### src/design/video_pkg.sv
`default_nettype none

package video_pkg;

  // 640x480 at 60 Hz, pixel clock is the 25 MHz board clock
  // horizontal timing in pixels
  localparam int h_active = 640;
  localparam int h_front = 16;
  localparam int h_sync = 96;
  localparam int h_back = 48;
  localparam int h_total = h_active + h_front + h_sync + h_back;

  // vertical timing in lines
  localparam int v_active = 480;
  localparam int v_front = 10;
  localparam int v_sync = 2;
  localparam int v_back = 33;
  localparam int v_total = v_active + v_front + v_sync + v_back;

  // sync pulse windows, start inclusive and end exclusive
  localparam int h_sync_start = h_active + h_front;
  localparam int h_sync_end = h_sync_start + h_sync;
  localparam int v_sync_start = v_active + v_front;
  localparam int v_sync_end = v_sync_start + v_sync;

  // coordinate width, wide enough for 799 and 524
  localparam int coord_bits = 10;

  // eight bars across 640 pixels
  localparam int bar_width = 80;

  // reload guard counter, done once the top bit sets
  localparam int reload_delay_bits = 20;

  // DVI control period symbols, indexed by {c1, c0}
  localparam logic [9:0] ctrl_00 = 10'b1101010100;
  localparam logic [9:0] ctrl_01 = 10'b0010101011;
  localparam logic [9:0] ctrl_10 = 10'b0101010100;
  localparam logic [9:0] ctrl_11 = 10'b1010101011;

  typedef logic [coord_bits-1:0] coord_t;

  // sync is active high, blank high outside the visible area
  typedef struct packed {
    logic hsync;
    logic vsync;
    logic blank;
  } video_sync_t;

  // only meaningful while blank is low
  typedef struct packed {
    coord_t x;
    coord_t y;
  } video_pos_t;

  typedef struct packed {
    logic [7:0] red;
    logic [7:0] green;
    logic [7:0] blue;
  } rgb_t;

  // encoded symbols of one pixel, one per channel
  typedef struct packed {
    logic [9:0] red;
    logic [9:0] green;
    logic [9:0] blue;
  } tmds_symbols_t;

endpackage

`default_nettype wire
### src/design/dvi_test_top.sv
`timescale 1ns/1ps
`default_nettype none

module dvi_test_top (
  input  wire                      clk_25mhz,
  input  wire                      rst_n,
  input  wire                [6:0] btn,
  output logic               [7:0] led,
  output video_pkg::tmds_symbols_t tmds,
  output logic                     user_programn,
  output logic                     wifi_gpio0
);

  // raw timing from the counters
  video_pkg::video_sync_t timing_sync;
  video_pkg::video_pos_t timing_pos;

  // pattern output, sync aligned with colour
  video_pkg::video_sync_t bars_sync;
  video_pkg::rgb_t bars_rgb;

  // encoded lanes
  logic [9:0] sym_red;
  logic [9:0] sym_green;
  logic [9:0] sym_blue;

  video_timing u_timing (
    .clk_25mhz (clk_25mhz),
    .rst_n     (rst_n),
    .sync      (timing_sync),
    .pos       (timing_pos)
  );

  color_bars u_bars (
    .clk_25mhz (clk_25mhz),
    .rst_n     (rst_n),
    .sync_in   (timing_sync),
    .pos       (timing_pos),
    .sync      (bars_sync),
    .rgb       (bars_rgb)
  );

  // only the blue lane carries sync during blanking
  tmds_encoder u_enc_red (
    .clk_25mhz (clk_25mhz),
    .rst_n     (rst_n),
    .data      (bars_rgb.red),
    .blank     (bars_sync.blank),
    .ctrl      (2'b00),
    .symbol    (sym_red)
  );

  tmds_encoder u_enc_green (
    .clk_25mhz (clk_25mhz),
    .rst_n     (rst_n),
    .data      (bars_rgb.green),
    .blank     (bars_sync.blank),
    .ctrl      (2'b00),
    .symbol    (sym_green)
  );

  // c1 is vsync, c0 is hsync
  tmds_encoder u_enc_blue (
    .clk_25mhz (clk_25mhz),
    .rst_n     (rst_n),
    .data      (bars_rgb.blue),
    .blank     (bars_sync.blank),
    .ctrl      ({bars_sync.vsync, bars_sync.hsync}),
    .symbol    (sym_blue)
  );

  board_control u_board (
    .clk_25mhz     (clk_25mhz),
    .rst_n         (rst_n),
    .btn0          (btn[0]),
    .user_programn (user_programn),
    .wifi_gpio0    (wifi_gpio0)
  );

  assign tmds = '{red: sym_red, green: sym_green, blue: sym_blue};

  // status lights, one cycle ahead of the symbols
  assign led = {5'b00000, bars_sync.blank, bars_sync.hsync, bars_sync.vsync};

endmodule

`default_nettype wire

### src/design/board_control.sv
`timescale 1ns/1ps
`default_nettype none

module board_control (
  input  wire  clk_25mhz,
  input  wire  rst_n,
  input  wire  btn0,
  output logic user_programn,
  output logic wifi_gpio0
);

  // guard timer after reset, about 21 ms at 25 MHz
  logic [video_pkg::reload_delay_bits-1:0] reload_cnt;

  // set once the top bit is reached
  logic reload_done;

  assign reload_done = reload_cnt[video_pkg::reload_delay_bits-1];

  // climb from reset, then hold
  always_ff @(posedge clk_25mhz or negedge rst_n)
  begin
    if (!rst_n)
    begin
      reload_cnt <= '0;
    end
    else if (!reload_done)
    begin
      reload_cnt <= reload_cnt + 1'b1;
    end
  end

  // button or finished timer releases the program line
  assign user_programn = btn0 | reload_done;

  // holding the button hands the board over to the wifi module
  assign wifi_gpio0 = btn0;

endmodule

`default_nettype wire

### src/design/tmds_encoder.sv
`timescale 1ns/1ps
`default_nettype none

module tmds_encoder (
  input  wire        clk_25mhz,
  input  wire        rst_n,
  input  wire  [7:0] data,
  input  wire        blank,
  input  wire  [1:0] ctrl,
  output logic [9:0] symbol
);

  // number of set bits in a byte
  function automatic logic [3:0] count_ones(input logic [7:0] value);
    logic [3:0] total;
    total = '0;
    for (int i = 0; i < 8; i++)
    begin
      total = total + 4'(value[i]);
    end
    return total;
  endfunction

  // transition minimizing stage
  logic [3:0] n1_data;
  logic use_xnor;
  logic [8:0] q_m;

  // dc balance stage
  logic [3:0] n1_q;
  logic signed [5:0] balance;
  logic signed [5:0] q_m8_twice;
  logic signed [5:0] not_q_m8_twice;
  logic signed [5:0] disparity;
  logic signed [5:0] disparity_next;
  logic [9:0] symbol_next;

  assign n1_data = count_ones(data);
  // xnor when the byte is mostly ones, ties broken by bit 0
  assign use_xnor = (n1_data > 4'd4) || ((n1_data == 4'd4) && !data[0]);

  always_comb
  begin
    q_m[0] = data[0];
    for (int i = 1; i < 8; i++)
    begin
      q_m[i] = use_xnor ? ~(q_m[i-1] ^ data[i]) : (q_m[i-1] ^ data[i]);
    end
    // bit 8 tells the sink which operation was used
    q_m[8] = ~use_xnor;
  end

  assign n1_q = count_ones(q_m[7:0]);
  // ones minus zeros of the coded byte
  assign balance = $signed({1'b0, n1_q, 1'b0}) - 6'sd8;
  assign q_m8_twice = $signed({4'b0000, q_m[8], 1'b0});
  assign not_q_m8_twice = $signed({4'b0000, ~q_m[8], 1'b0});

  always_comb
  begin
    if ((disparity == 6'sd0) || (balance == 6'sd0))
    begin
      // no bias either way, invert only when xnor coded
      symbol_next = {~q_m[8], q_m[8], q_m[8] ? q_m[7:0] : ~q_m[7:0]};
      if (q_m[8])
      begin
        disparity_next = disparity + balance;
      end
      else
      begin
        disparity_next = disparity - balance;
      end
    end
    else if (((disparity > 6'sd0) && (balance > 6'sd0)) ||
             ((disparity < 6'sd0) && (balance < 6'sd0)))
    begin
      // same sign as the running total, so invert
      symbol_next = {1'b1, q_m[8], ~q_m[7:0]};
      disparity_next = disparity + q_m8_twice - balance;
    end
    else
    begin
      // pulls the total back toward zero as is
      symbol_next = {1'b0, q_m[8], q_m[7:0]};
      disparity_next = disparity - not_q_m8_twice + balance;
    end
  end

  always_ff @(posedge clk_25mhz or negedge rst_n)
  begin
    if (!rst_n)
    begin
      symbol <= video_pkg::ctrl_00;
      disparity <= '0;
    end
    else if (blank)
    begin
      // control period, disparity starts fresh each line
      case (ctrl)
        2'b00: symbol <= video_pkg::ctrl_00;
        2'b01: symbol <= video_pkg::ctrl_01;
        2'b10: symbol <= video_pkg::ctrl_10;
        default: symbol <= video_pkg::ctrl_11;
      endcase
      disparity <= '0;
    end
    else
    begin
      symbol <= symbol_next;
      disparity <= disparity_next;
    end
  end

endmodule

`default_nettype wire

### src/design/color_bars.sv
`timescale 1ns/1ps
`default_nettype none

module color_bars (
  input  wire                    clk_25mhz,
  input  wire                    rst_n,
  input  video_pkg::video_sync_t sync_in,
  input  video_pkg::video_pos_t  pos,
  output video_pkg::video_sync_t sync,
  output video_pkg::rgb_t        rgb
);

  // bar index 0..7 across the visible line
  logic [2:0] bar_num;

  // colour for the pixel at pos
  video_pkg::rgb_t rgb_next;

  // x beyond 639 only occurs in blanking, where the colour is masked
  assign bar_num = 3'(pos.x / video_pkg::coord_t'(video_pkg::bar_width));

  always_comb
  begin
    // index bits pick the primaries, bar 0 black and bar 7 white
    rgb_next.red = {8{bar_num[2]}};
    rgb_next.green = {8{bar_num[1]}};
    rgb_next.blue = {8{bar_num[0]}};
    // black outside active video
    if (sync_in.blank)
    begin
      rgb_next = '0;
    end
  end

  // one stage, sync delayed with the colour
  always_ff @(posedge clk_25mhz or negedge rst_n)
  begin
    if (!rst_n)
    begin
      sync <= '{hsync: 1'b0, vsync: 1'b0, blank: 1'b1};
      rgb <= '0;
    end
    else
    begin
      sync <= sync_in;
      rgb <= rgb_next;
    end
  end

endmodule

`default_nettype wire

### src/design/video_timing.sv
`timescale 1ns/1ps
`default_nettype none

module video_timing (
  input  wire                    clk_25mhz,
  input  wire                    rst_n,
  output video_pkg::video_sync_t sync,
  output video_pkg::video_pos_t  pos
);

  // free-running position counters
  video_pkg::coord_t h_cnt;
  video_pkg::coord_t v_cnt;

  // end of line and end of frame flags
  logic h_last;
  logic v_last;

  // decoded sync and blank for the current count
  video_pkg::video_sync_t sync_next;

  assign h_last = (h_cnt == video_pkg::coord_t'(video_pkg::h_total - 1));
  assign v_last = (v_cnt == video_pkg::coord_t'(video_pkg::v_total - 1));

  // x wraps every line, y advances on the last pixel of a line
  always_ff @(posedge clk_25mhz or negedge rst_n)
  begin
    if (!rst_n)
    begin
      h_cnt <= '0;
      v_cnt <= '0;
    end
    else
    begin
      if (h_last)
      begin
        h_cnt <= '0;
        // frame wrap after line 524
        if (v_last)
        begin
          v_cnt <= '0;
        end
        else
        begin
          v_cnt <= v_cnt + 1'b1;
        end
      end
      else
      begin
        h_cnt <= h_cnt + 1'b1;
      end
    end
  end

  always_comb
  begin
    // hsync over pixels 656 to 751
    sync_next.hsync = (h_cnt >= video_pkg::coord_t'(video_pkg::h_sync_start)) &&
                      (h_cnt < video_pkg::coord_t'(video_pkg::h_sync_end));
    // vsync over whole lines 490 and 491
    sync_next.vsync = (v_cnt >= video_pkg::coord_t'(video_pkg::v_sync_start)) &&
                      (v_cnt < video_pkg::coord_t'(video_pkg::v_sync_end));
    // visible only inside the 640x480 window
    sync_next.blank = (h_cnt >= video_pkg::coord_t'(video_pkg::h_active)) ||
                      (v_cnt >= video_pkg::coord_t'(video_pkg::v_active));
  end

  // all outputs move on the same edge
  always_ff @(posedge clk_25mhz or negedge rst_n)
  begin
    if (!rst_n)
    begin
      // idle in blanking with no sync pulse
      sync <= '{hsync: 1'b0, vsync: 1'b0, blank: 1'b1};
      pos <= '0;
    end
    else
    begin
      sync <= sync_next;
      pos <= '{x: h_cnt, y: v_cnt};
    end
  end

endmodule

`default_nettype wire

### config.mk
export PLATFORM = sky130hd
export DESIGN_NAME = dvi_test_top
export DESIGN_NICKNAME = d
export VERILOG_FILES = /design/src/design/video_pkg.sv /design/src/design/dvi_test_top.sv /design/src/design/board_control.sv /design/src/design/tmds_encoder.sv /design/src/design/color_bars.sv /design/src/design/video_timing.sv
export SDC_FILE = /design/constraint.sdc
export NUM_CORES = 1
export LEC_CHECK = 0
export BUFFER_PORTS_ARGS = -buffer_cell sky130_fd_sc_hd__buf_4
export CAP_MARGIN = 20
export CORE_AREA = 5 5 151 153
export DETAILED_ROUTE_END_ITERATION = 6
export DIE_AREA = 0 0 156 158
export PLACE_DENSITY_LB_ADDON = 0.05
export SETUP_SLACK_MARGIN = 0.3
export SLEW_MARGIN = 20
export SYNTH_ARGS = -nofsm -noshare
export SYNTH_HDL_FRONTEND = slang
export SYNTH_HIERARCHICAL = 1
export SYNTH_SLANG_ARGS = --single-unit
export TNS_END_PERCENT = 1
### constraint.sdc
create_clock -name clk_25mhz -period 10.8 [get_ports clk_25mhz]
set_input_delay 2.16 -clock clk_25mhz [delete_from_list [all_inputs] [get_ports clk_25mhz]]
set_output_delay 2.16 -clock clk_25mhz [all_outputs]
set_load 0.02 [all_outputs]
Yosys cells after proc, flatten, opt, wreduce, memory -nomap -nowiden
Index checks and enable logic that the tools add are counted.

Flip-flop bits (word level): 128. Output and inout bits: 40. Input bits: 9. Word-level logic and storage cells: 245.

Muxes and demuxes: 50. $lt $le $gt $ge: 21. Eq/ne operators: 7. Reductions and logical operators: 31. Add/sub/neg operators: 66. Div/mod/pow operators: 1. Bitwise gates (word level): 49.

Operators by type and width (count): 4-bit by 1-bit adder with 4-bit output (36); 10-bit 2-to-1 mux (11); 6-bit 2-to-1 mux (12); 6-bit adder (6); 6-bit by 1-bit greater-than comparator with 1-bit output, second input constant (6); 6-bit zero test (6); 6-bit by 1-bit < comparator with 1-bit output, second input constant (6); 6-bit subtractor (6); 10-bit case mux with 3 select lines (1); 24-bit 2-to-1 mux (1); 8-bit 2-to-1 mux (3); 1-bit NOT (24); 8-bit NOT (3); 1-bit 2-to-1 mux (21); 1-bit XOR (21); 10-bit by 1-bit adder with 10-bit output, second input constant (2); 20-bit by 1-bit adder with 20-bit output, second input constant (1); 10-bit == test, second input constant (2); 10-bit >= comparator, second input constant (2); 10-bit by 9-bit >= comparator with 1-bit output, second input constant (2); 20-bit 2-to-1 mux (1); 6-bit by 3-bit adder with 6-bit output (3); 5-bit by 4-bit subtractor with 6-bit output, second input constant (3); 6-bit by 3-bit subtractor with 6-bit output (3); 13 further kinds (43).

Logic depth before layout (Yosys ltp)
Gate-level depths: netlist of run 1.

Depth in word-level cells: 37. Gate-level depth with buffers: 33. Mapped depth without buffers: 31.

Hierarchy
Netlist of run 1, hierarchy kept.

Modules (own cells, without submodules): tmds_encoder (u_enc_red) (cells an instance 221, area an instance 2120.8 um^2, times used 1, seq. area each 381.6 um^2); tmds_encoder (u_enc_green) (cells an instance 218, area an instance 2074.5 um^2, times used 1, seq. area each 381.6 um^2); tmds_encoder (u_enc_blue) (cells an instance 212, area an instance 2045.7 um^2, times used 1, seq. area each 381.6 um^2); video_timing (cells an instance 131, area an instance 1640.3 um^2, times used 1, seq. area each 1077.3 um^2); board_control (cells an instance 79, area an instance 929.6 um^2, times used 1, seq. area each 500.5 um^2); color_bars (cells an instance 63, area an instance 514.2 um^2, times used 1, seq. area each 151.4 um^2); dvi_test_top (cells an instance 6, area an instance 41.3 um^2, times used 1, seq. area each 0.0 um^2).

Worst setup path after synthesis of run 1
Ideal clock, no wire load.

Kind: register -> register. Start point: register u_bars/rgb[6] in the netlist's numbering. End point: register u_enc_blue.disparity[5]. Arrival time: 8047 ps. Required time: 10706 ps. Buffers on the path: 2. Slack: 2659 ps. Cell stages (with the launch flop): 33. Library setup time: 94 ps. Clock period less this slack: 8141 ps. Path through: dfrtp_1 buf_4 inv_1 fa_1 fa_1 fa_1 inv_1 ha_1 fa_1 or3b_2 a21oi_1 a31oi_1 buf_2 xor2_1 fa_1 inv_1 fa_1 fa_1 ha_1 inv_1 fa_1 xor2_1 inv_1 ha_1 inv_1 ha_1 inv_1 ha_1 a21oi_1 xor2_1 mux2i_1 xnor2_1 a211oi_1.

Cells in the longest elaborated chain, start to end: 32. Elaborated cells between the ends (all ways): 51. Classes of those cells: add/sub: 16; order compare: 3; eq/ne: 1; mux: 11; bitwise: 13; reduce/logical: 7.

RTL lines: start: declaration (line color_bars.sv:10) `output video_pkg::rgb_t rgb`; start signal: assignment (line color_bars.sv:46) `rgb <= rgb_next;`; parallel branches: the longest is 30 deep, another holds 4-bit by 1-bit adder with 4-bit output; 6-bit 2-to-1 mux (*) (line tmds_encoder.sv:61) `if ((disparity == 6'sd0) || (balance == 6'sd0))`; 6-bit 2-to-1 mux (*) (line tmds_encoder.sv:96) `else if (blank)`; end signal: assignment (line tmds_encoder.sv:110) `disparity <= disparity_next;`; end: declaration (line tmds_encoder.sv:34) `logic signed [5:0] disparity;`.

Every way passes the cells marked *. A chain may end at the register's enable or synchronous reset.

Final worst setup path of run 1
Start point: register u_bars/rgb[14] in the netlist's numbering. End point: register u_enc_green.symbol[7].

Cells in the longest elaborated chain, start to end: 32. Elaborated cells between the ends (all ways): 45. Classes of those cells: add/sub: 10; order compare: 3; eq/ne: 1; mux: 11; bitwise: 13; reduce/logical: 7.

RTL lines: parallel branches: the longest is 30 deep, another holds 4-bit by 1-bit adder with 4-bit output; 10-bit 2-to-1 mux (*) (line tmds_encoder.sv:61); 10-bit 2-to-1 mux (*) (line tmds_encoder.sv:96); end signal: assignment (line tmds_encoder.sv:100) `2'b00: symbol <= video_pkg::ctrl_00;`; end signal: assignment (line tmds_encoder.sv:101) `2'b01: symbol <= video_pkg::ctrl_01;`; end signal: assignment (line tmds_encoder.sv:102) `2'b10: symbol <= video_pkg::ctrl_10;`; end: declaration (line tmds_encoder.sv:10) `output logic [9:0] symbol`.

Marks and branches as above.

==> results.ini, run 1 <==
[floorplan]
ioPinCount = 49
rows = 54
start_util_pct = 42.1
core_region_area_um2 = 21400
die_w_um = 156
die-area_um2 = 24600
die_h_um = 158

[min_path]
min_to = u_bars/sync[2]$_DFF_PN0_
hold_depth = 0
hold_path.class = register to register
hp-start = u_timing/sync[2]$_DFF_PN0_

[routing]
drt_wl_total_um = 16800
drt_first_pass_iters = 4
viasPerCell = 4.78
vias = 5867
route.detailed.drc = 0
ant_nets = 0
drtIter0Drc = 212
routedWlPerCell_um = 13.7

[timing]
post-route-min-period_ns = 8.98
fmax_mhz = 111
rsz0062_at_grt = false
setup_slack_ns = 1.82
worstMarginPinSlew_ns = 0.912
fin_crit_sh_pct = 83.2
finalMaxSlewViolations = 0
fin_skew_ns = 0.0109
setup_viol = 0
final_hold_viol_count = 0
tns_ns = 0
slew_headroom_pct = 38.7

[worst_setup_path]
rr_worst_depth = 28
cp_max_fo = 22
cp.required_ns = 11.00
crit_type = register to register
cp-end-kind = register
reg2reg_from = u_bars/rgb[14]$_DFF_PN0_
cp_slowest_cell = dfrtp_1
cpMostUsedCell = fa_1
rr_endpoint = u_enc_green/symbol[7]$_DFF_PN0_
max_stage_delay_ns = 0.82
start_kind = register
r2r_setup_slack_ns = 1.82
cp.arrival_ns = 9.18

[placed_design]
dp_hpwl_um = 13200
place_ws_ns = 1.75
place_area_um2 = 9480
port_buffers = 37
gp_congestion = 0.779

[grt]
overflow = 0
grt_pass1_wl_um = 29300
grt_use_total_pct = 14.4
grt_antenna_before_repair = 0
grt_max_degree = 78
grt_pass1_vias = 6004

[clock_tree]
cts_tree = yes
cts-htree-levels = 3
clk_latency_ns = 0.35
cts-root-buf = clkbuf_16
post_cts_resized = 0
clock_sinks = 100
hold_buffers = 0
cts_buffer_depth = 2
numCtsBuffers = 9
postCtsSetupRepairBufs = 0
clk_pin_slew_worst_paths_ns = 0.08

[cells_and_area]
nFillCells = 2113
layout.nets = 1096
fin_area_um2 = 9760
multiInputGateArea_um2 = 5790
seq_area_um2 = 2520
syn_to_final_growth_pct = 8.24
antenna_cells = 0
drive_gt1_share_pct = 12.7

[synth]
synthCells = 916
ys.warnings.count = 6
synthesis.area_um2 = 9020
avgSynthCellArea_um2 = 9.84

[status]
status = finished, final reports clean

[power_and_ir_drop]
ir_drop_uv = 72.8
p_leak_nw = 4.70
p_per_area_nw_per_um2 = 71.3

[flow_run]
drv_cap = 0

-- through the flow --
step / hold slack, ns / utilization [%] / power (W) / cells
floorplan: 0.331 / - / 0.000388 / 932
global placement: 0.334 / 44.2 / 0.000395 / 1212
detailed placement: 0.338 / 44.2 / 0.000395 / 1212
CTS: 0.353 / 45.5 / 0.000711 / 1228
global route: 0.361 / 45.6 / 0.000726 / 1228
finish: 0.351 / 45.6 / 0.000696 / 1228
-- layer usage --
layer  vias up  global-route usage [%]  routed length (um)
met5         -                       0                   0
met3        11                    2.08                 312
met4         0                    2.79                 140
met2        39                    25.6                8470
met1      2770                    18.9                7870
li1       3047                       -                   -
-- worst max path at each step --
stage                                                    end  cells past startpoint  slack, ns                      from
after floorplan            u_enc_blue/disparity[5]$_DFF_PN0_                     32       2.66   u_bars/rgb[6]$_DFF_PN0_
after CTS                    u_enc_green/symbol[7]$_DFF_PN0_                     28       1.72  u_bars/rgb[14]$_DFF_PN0_
after detailed placement     u_enc_green/symbol[7]$_DFF_PN0_                     28       1.75  u_bars/rgb[14]$_DFF_PN0_
final                        u_enc_green/symbol[7]$_DFF_PN0_                     28       1.82  u_bars/rgb[14]$_DFF_PN0_
after global placement    u_enc_green/disparity[5]$_DFF_PN0_                     29       1.82  u_bars/rgb[14]$_DFF_PN0_
after global routing         u_enc_green/symbol[7]$_DFF_PN0_                     28       1.12  u_bars/rgb[14]$_DFF_PN0_
-- cells in the final DEF, fill, tap and decap left out, types with 11 or more instances in the layout --
cell      instances
dfrtp_1          83
o21ai_1          11
nand3_1          20
xnor2_1          80
dfstp_2          17
ha_1            105
nand2_1          29
o21ai_0          43
buf_4            41
a211oi_1         11
a21oi_1          42
fa_1             39
inv_1           131
nor2_1           51
conb_1           17
a21o_1           19
xor2_1           42
-- worst max-delay path, delay by kind of cell (launching register included) --
family	cells	cell delay (ns)
AOI/OAI and AO/OA	5	1.52
xor gates and xnor gates	2	0.51
adders and majority gates	12	4.64
buffers and inverters	7	1.01
DFF	1	0.82
and+or+nand+nor	2	0.30
-- area by class of cell --
cell class / count / share of cell area [%]
Clock inverter: 6 / 0.526
Timing Repair Buffer: 42 / 3.27
Multi-Input combinational cell: 657 / 59.3
Inverter: 133 / 5.12
Tap cell: 280 / 3.59
Clock buffer: 10 / 2.35
Sequential cell: 100 / 25.9
-- flip-flops by register name (all words and copies together) (netlist names) --
signal,cells
u_bars/rgb,3
u_bars/sync,3
u_board/reload_cnt,20
u_enc_blue/disparity,5
u_enc_blue/symbol,10
u_enc_green/disparity,5
u_enc_green/symbol,10
u_enc_red/disparity,5
u_enc_red/symbol,10
u_timing/h_cnt,10
u_timing/pos,6
u_timing/sync,3
u_timing/v_cnt,10
-- where the power goes --
group	leakage [nW]	switching [W]	total (W)	internal, W
Clock	0.136	0.000149	0.000308	0.000159
Combinational	3.35	0.0000113	0.0000136	0.00000232
Sequential	1.21	0	0.000375	0.000375
Total	4.70	0.000160	0.000696	0.000536
Note: power is estimated with default switching activity, not from simulation.
==> run 2, diff against run 1 <==
==> constraint.sdc (replaced) <==
create_clock -name clk_25mhz -period 8.3 [get_ports clk_25mhz]
set_input_delay 1.66 -clock clk_25mhz [delete_from_list [all_inputs] [get_ports clk_25mhz]]
set_output_delay 1.66 -clock clk_25mhz [all_outputs]
set_load 0.02 [all_outputs]
==> results.ini, run 2 (same netlist as run 1, synthesis figures left out) <==
[routing]
viasPerCell = 4.74  ; was 4.78
drtIter0Drc = 223  ; was 212
routedWlPerCell_um = 13.7  ; about the same
ant_nets = 0  ; unchanged
vias = 5909  ; was 5867
route.detailed.drc = 0  ; unchanged
drt_wl_total_um = 17100  ; was 16800 um
drt_first_pass_iters = 4  ; unchanged

[worst_setup_path]
reg2reg_from = u_bars/rgb[6]$_DFF_PN0_  ; was u_bars/rgb[14]$_DFF_PN0_
crit_cells = 31  ; was 28
crit_start = u_bars/rgb[6]$_DFF_PN0_  ; was u_bars/rgb[14]$_DFF_PN0_
critical_path_buf_inv_count = 6  ; was 7
cpMostUsedCell = fa_1  ; unchanged
cp-end-kind = register  ; unchanged
critPathTopFamily = adder cells  ; unchanged
cp.required_ns = 8.50  ; was 11.00 ns
crit_type = register to register  ; unchanged
cp.arrival_ns = 8.06  ; was 9.18 ns
cp_max_fo = 5  ; was 22
start_kind = register  ; unchanged
rr_endpoint = u_enc_blue/disparity[5]$_DFF_PN0_  ; was u_enc_green/symbol[7]$_DFF_PN0_
rr_worst_depth = 31  ; was 28
cp_slowest_cell = fa_1  ; was dfrtp_1
max_stage_delay_ns = 0.56  ; was 0.82 ns
cp-endpoint = u_enc_blue/disparity[5]$_DFF_PN0_  ; was u_enc_green/symbol[7]$_DFF_PN0_
r2r_setup_slack_ns = 0.45  ; was 1.82 ns

[timing]
setup_viol = 0  ; unchanged
tns_ns = 0  ; unchanged
post-route-min-period_ns = 7.85  ; was 8.98 ns
fin_skew_ns = 0.00961  ; was 0.0109 ns
worstMarginPinSlew_ns = 0.836  ; was 0.912 ns
finalMaxSlewViolations = 0  ; unchanged
slew_headroom_pct = 44.3  ; was 38.7%
rsz0062_at_grt = true  ; was false
fmax_mhz = 127  ; was 111 MHz
timing.hold.ws_ns = 0.349  ; was 0.351 ns
final_hold_viol_count = 0  ; unchanged
fin_crit_sh_pct = 94.6  ; was 83.2%

[power_and_ir_drop]
ir_drop_uv = 89.6  ; was 72.8 uV
p_per_area_nw_per_um2 = 96.4  ; was 71.3 nW/um2
pwr-share-clk_pct = 48.0  ; was 44.2%
p_sw_share_pct = 21.9  ; was 23.0%
p_leak_nw = 4.82  ; was 4.70 nW
internal_power_w = 0.000758  ; was 0.000536 W
total_power_w = 0.000970  ; was 0.000696 W
pwr-share-comb_pct = 1.8  ; was 2.0%
seqPwrFrac_pct = 50.2  ; was 53.8%
p_sw_w = 0.000212  ; was 0.000160 W

[clock_tree]
cts_tree = yes  ; unchanged
cts-root-buf = clkbuf_16  ; unchanged
clock_sinks = 100  ; unchanged
clk_latency_ns = 0.35  ; about the same
hold_buffers = 0  ; unchanged
clk_pin_slew_worst_paths_ns = 0.07  ; was 0.08 ns
numCtsBuffers = 9  ; unchanged
cts_buffer_depth = 2  ; unchanged
cts-htree-levels = 3  ; unchanged

[floorplan]
die_h_um = 158  ; unchanged
start_util_pct = 42.1  ; unchanged
core_region_area_um2 = 21400  ; unchanged
ioPinCount = 49  ; unchanged
die-area_um2 = 24600  ; unchanged
rows = 54  ; unchanged
die_w_um = 156  ; unchanged

[cells_and_area]
layout.nets = 1114  ; was 1096
antenna_cells = 0  ; unchanged
final_common_cell = inv_1  ; unchanged
syn_to_final_growth_pct = 11.7  ; was 8.24%
largest_register_ffs = 20  ; unchanged
seq_area_um2 = 2530  ; was 2520 um2
nFillCells = 2065  ; was 2113
drive_gt1_share_pct = 17.4  ; was 12.7%
multiInputGateArea_um2 = 5920  ; was 5790 um2
finalNonFillerCells = 1246  ; was 1228
final_cell_mix = 127 x inv_1, 103 x ha_1, 81 x dfrtp_1  ; was 131 x inv_1, 105 x ha_1, 83 x dfrtp_1
regMostFlops = u_board/reload_cnt  ; unchanged

[grt]
grt_pass1_vias = 5895  ; was 6004
grt_pass1_wl_um = 29400  ; was 29300 um
grt_use_total_pct = 14.6  ; was 14.4%
grt_antenna_before_repair = 0  ; unchanged
grt_max_degree = 64  ; was 78
overflow = 0  ; unchanged

[flow_run]
drv_cap = 0  ; unchanged

[min_path]
hold_path.class = register to register  ; unchanged

[placed_design]
dp_cells = 1219  ; was 1212
gp_congestion = 0.795  ; was 0.779
port_buffers = 37  ; unchanged
dp_hpwl_um = 13300  ; was 13200 um

[status]
status = finished, final reports clean  ; unchanged

[run 2: final cells by class]
| cell class | count | share of cell area [%] |
|---|---|---|
| multi-input cells | 657 | 58.8 |
| flip-flops and latches | 100 | 25.1 |
| inverters | 133 | 4.96 |
| repair buffers | 60 | 4.47 |
| well taps | 280 | 3.48 |
| clock buffers | 10 | 2.27 |
| clock inverters | 6 | 0.944 |
[run 2: power groups by stage]
stage	clock network [W]	logic (W)	registers, W
after floorplan	0	0.00000794	0.000497
after global placement	0	0.0000180	0.000497
after detailed placement	0	0.0000184	0.000497
after CTS	0.000490	0.0000184	0.000487
after global routing	0.000505	0.0000212	0.000487
final	0.000465	0.0000176	0.000487
[run 2: how the worst min path moves through the flow]
stage                                    start                       end  slack (ns)  depth (start not counted)
finish              u_timing/sync[1]$_DFF_PN0_  u_bars/sync[1]$_DFF_PN0_        0.35                          0
CTS                 u_timing/sync[1]$_DFF_PN0_  u_bars/sync[1]$_DFF_PN0_        0.35                          0
floorplan           u_timing/sync[1]$_DFF_PN0_  u_bars/sync[1]$_DFF_PN0_        0.33                          0
global route        u_timing/sync[1]$_DFF_PN0_  u_bars/sync[1]$_DFF_PN0_        0.36                          0
detailed placement  u_timing/sync[1]$_DFF_PN0_  u_bars/sync[1]$_DFF_PN0_        0.34                          0
global placement    u_timing/sync[1]$_DFF_PN0_  u_bars/sync[1]$_DFF_PN0_        0.33                          0
[run 2: timing repair]
item | in CTS | in global routing
pin swaps | 2 | 16
gates resized for setup | 5 | 27
buffers inserted | 2 | 9
setup endpoints to repair | 7 | 37
[run 2: metrics by stage]
step / utilization, % / instance area [um2] / setup WS [ns]
6_report: 47.0 / 10100 / 0.446
5_1_grt: 47.0 / 10100 / 0.105
4_1_cts: 46.2 / 9890 / 0.242
3_5_place_dp: 44.5 / 9540 / 0.0725
3_3_place_gp: 44.5 / 9540 / 0.146
2_1_floorplan: - / 9090 / 0.318
[run 2: layer usage]
layer  vias to the layer above  GRT usage, %  wire length, um
met4                         0          3.54              176
met2                        46          23.7             8000
met1                      2764          20.5             8560
met3                        11          2.35              390
met5                         -             0                0
li1                       3088             -                -
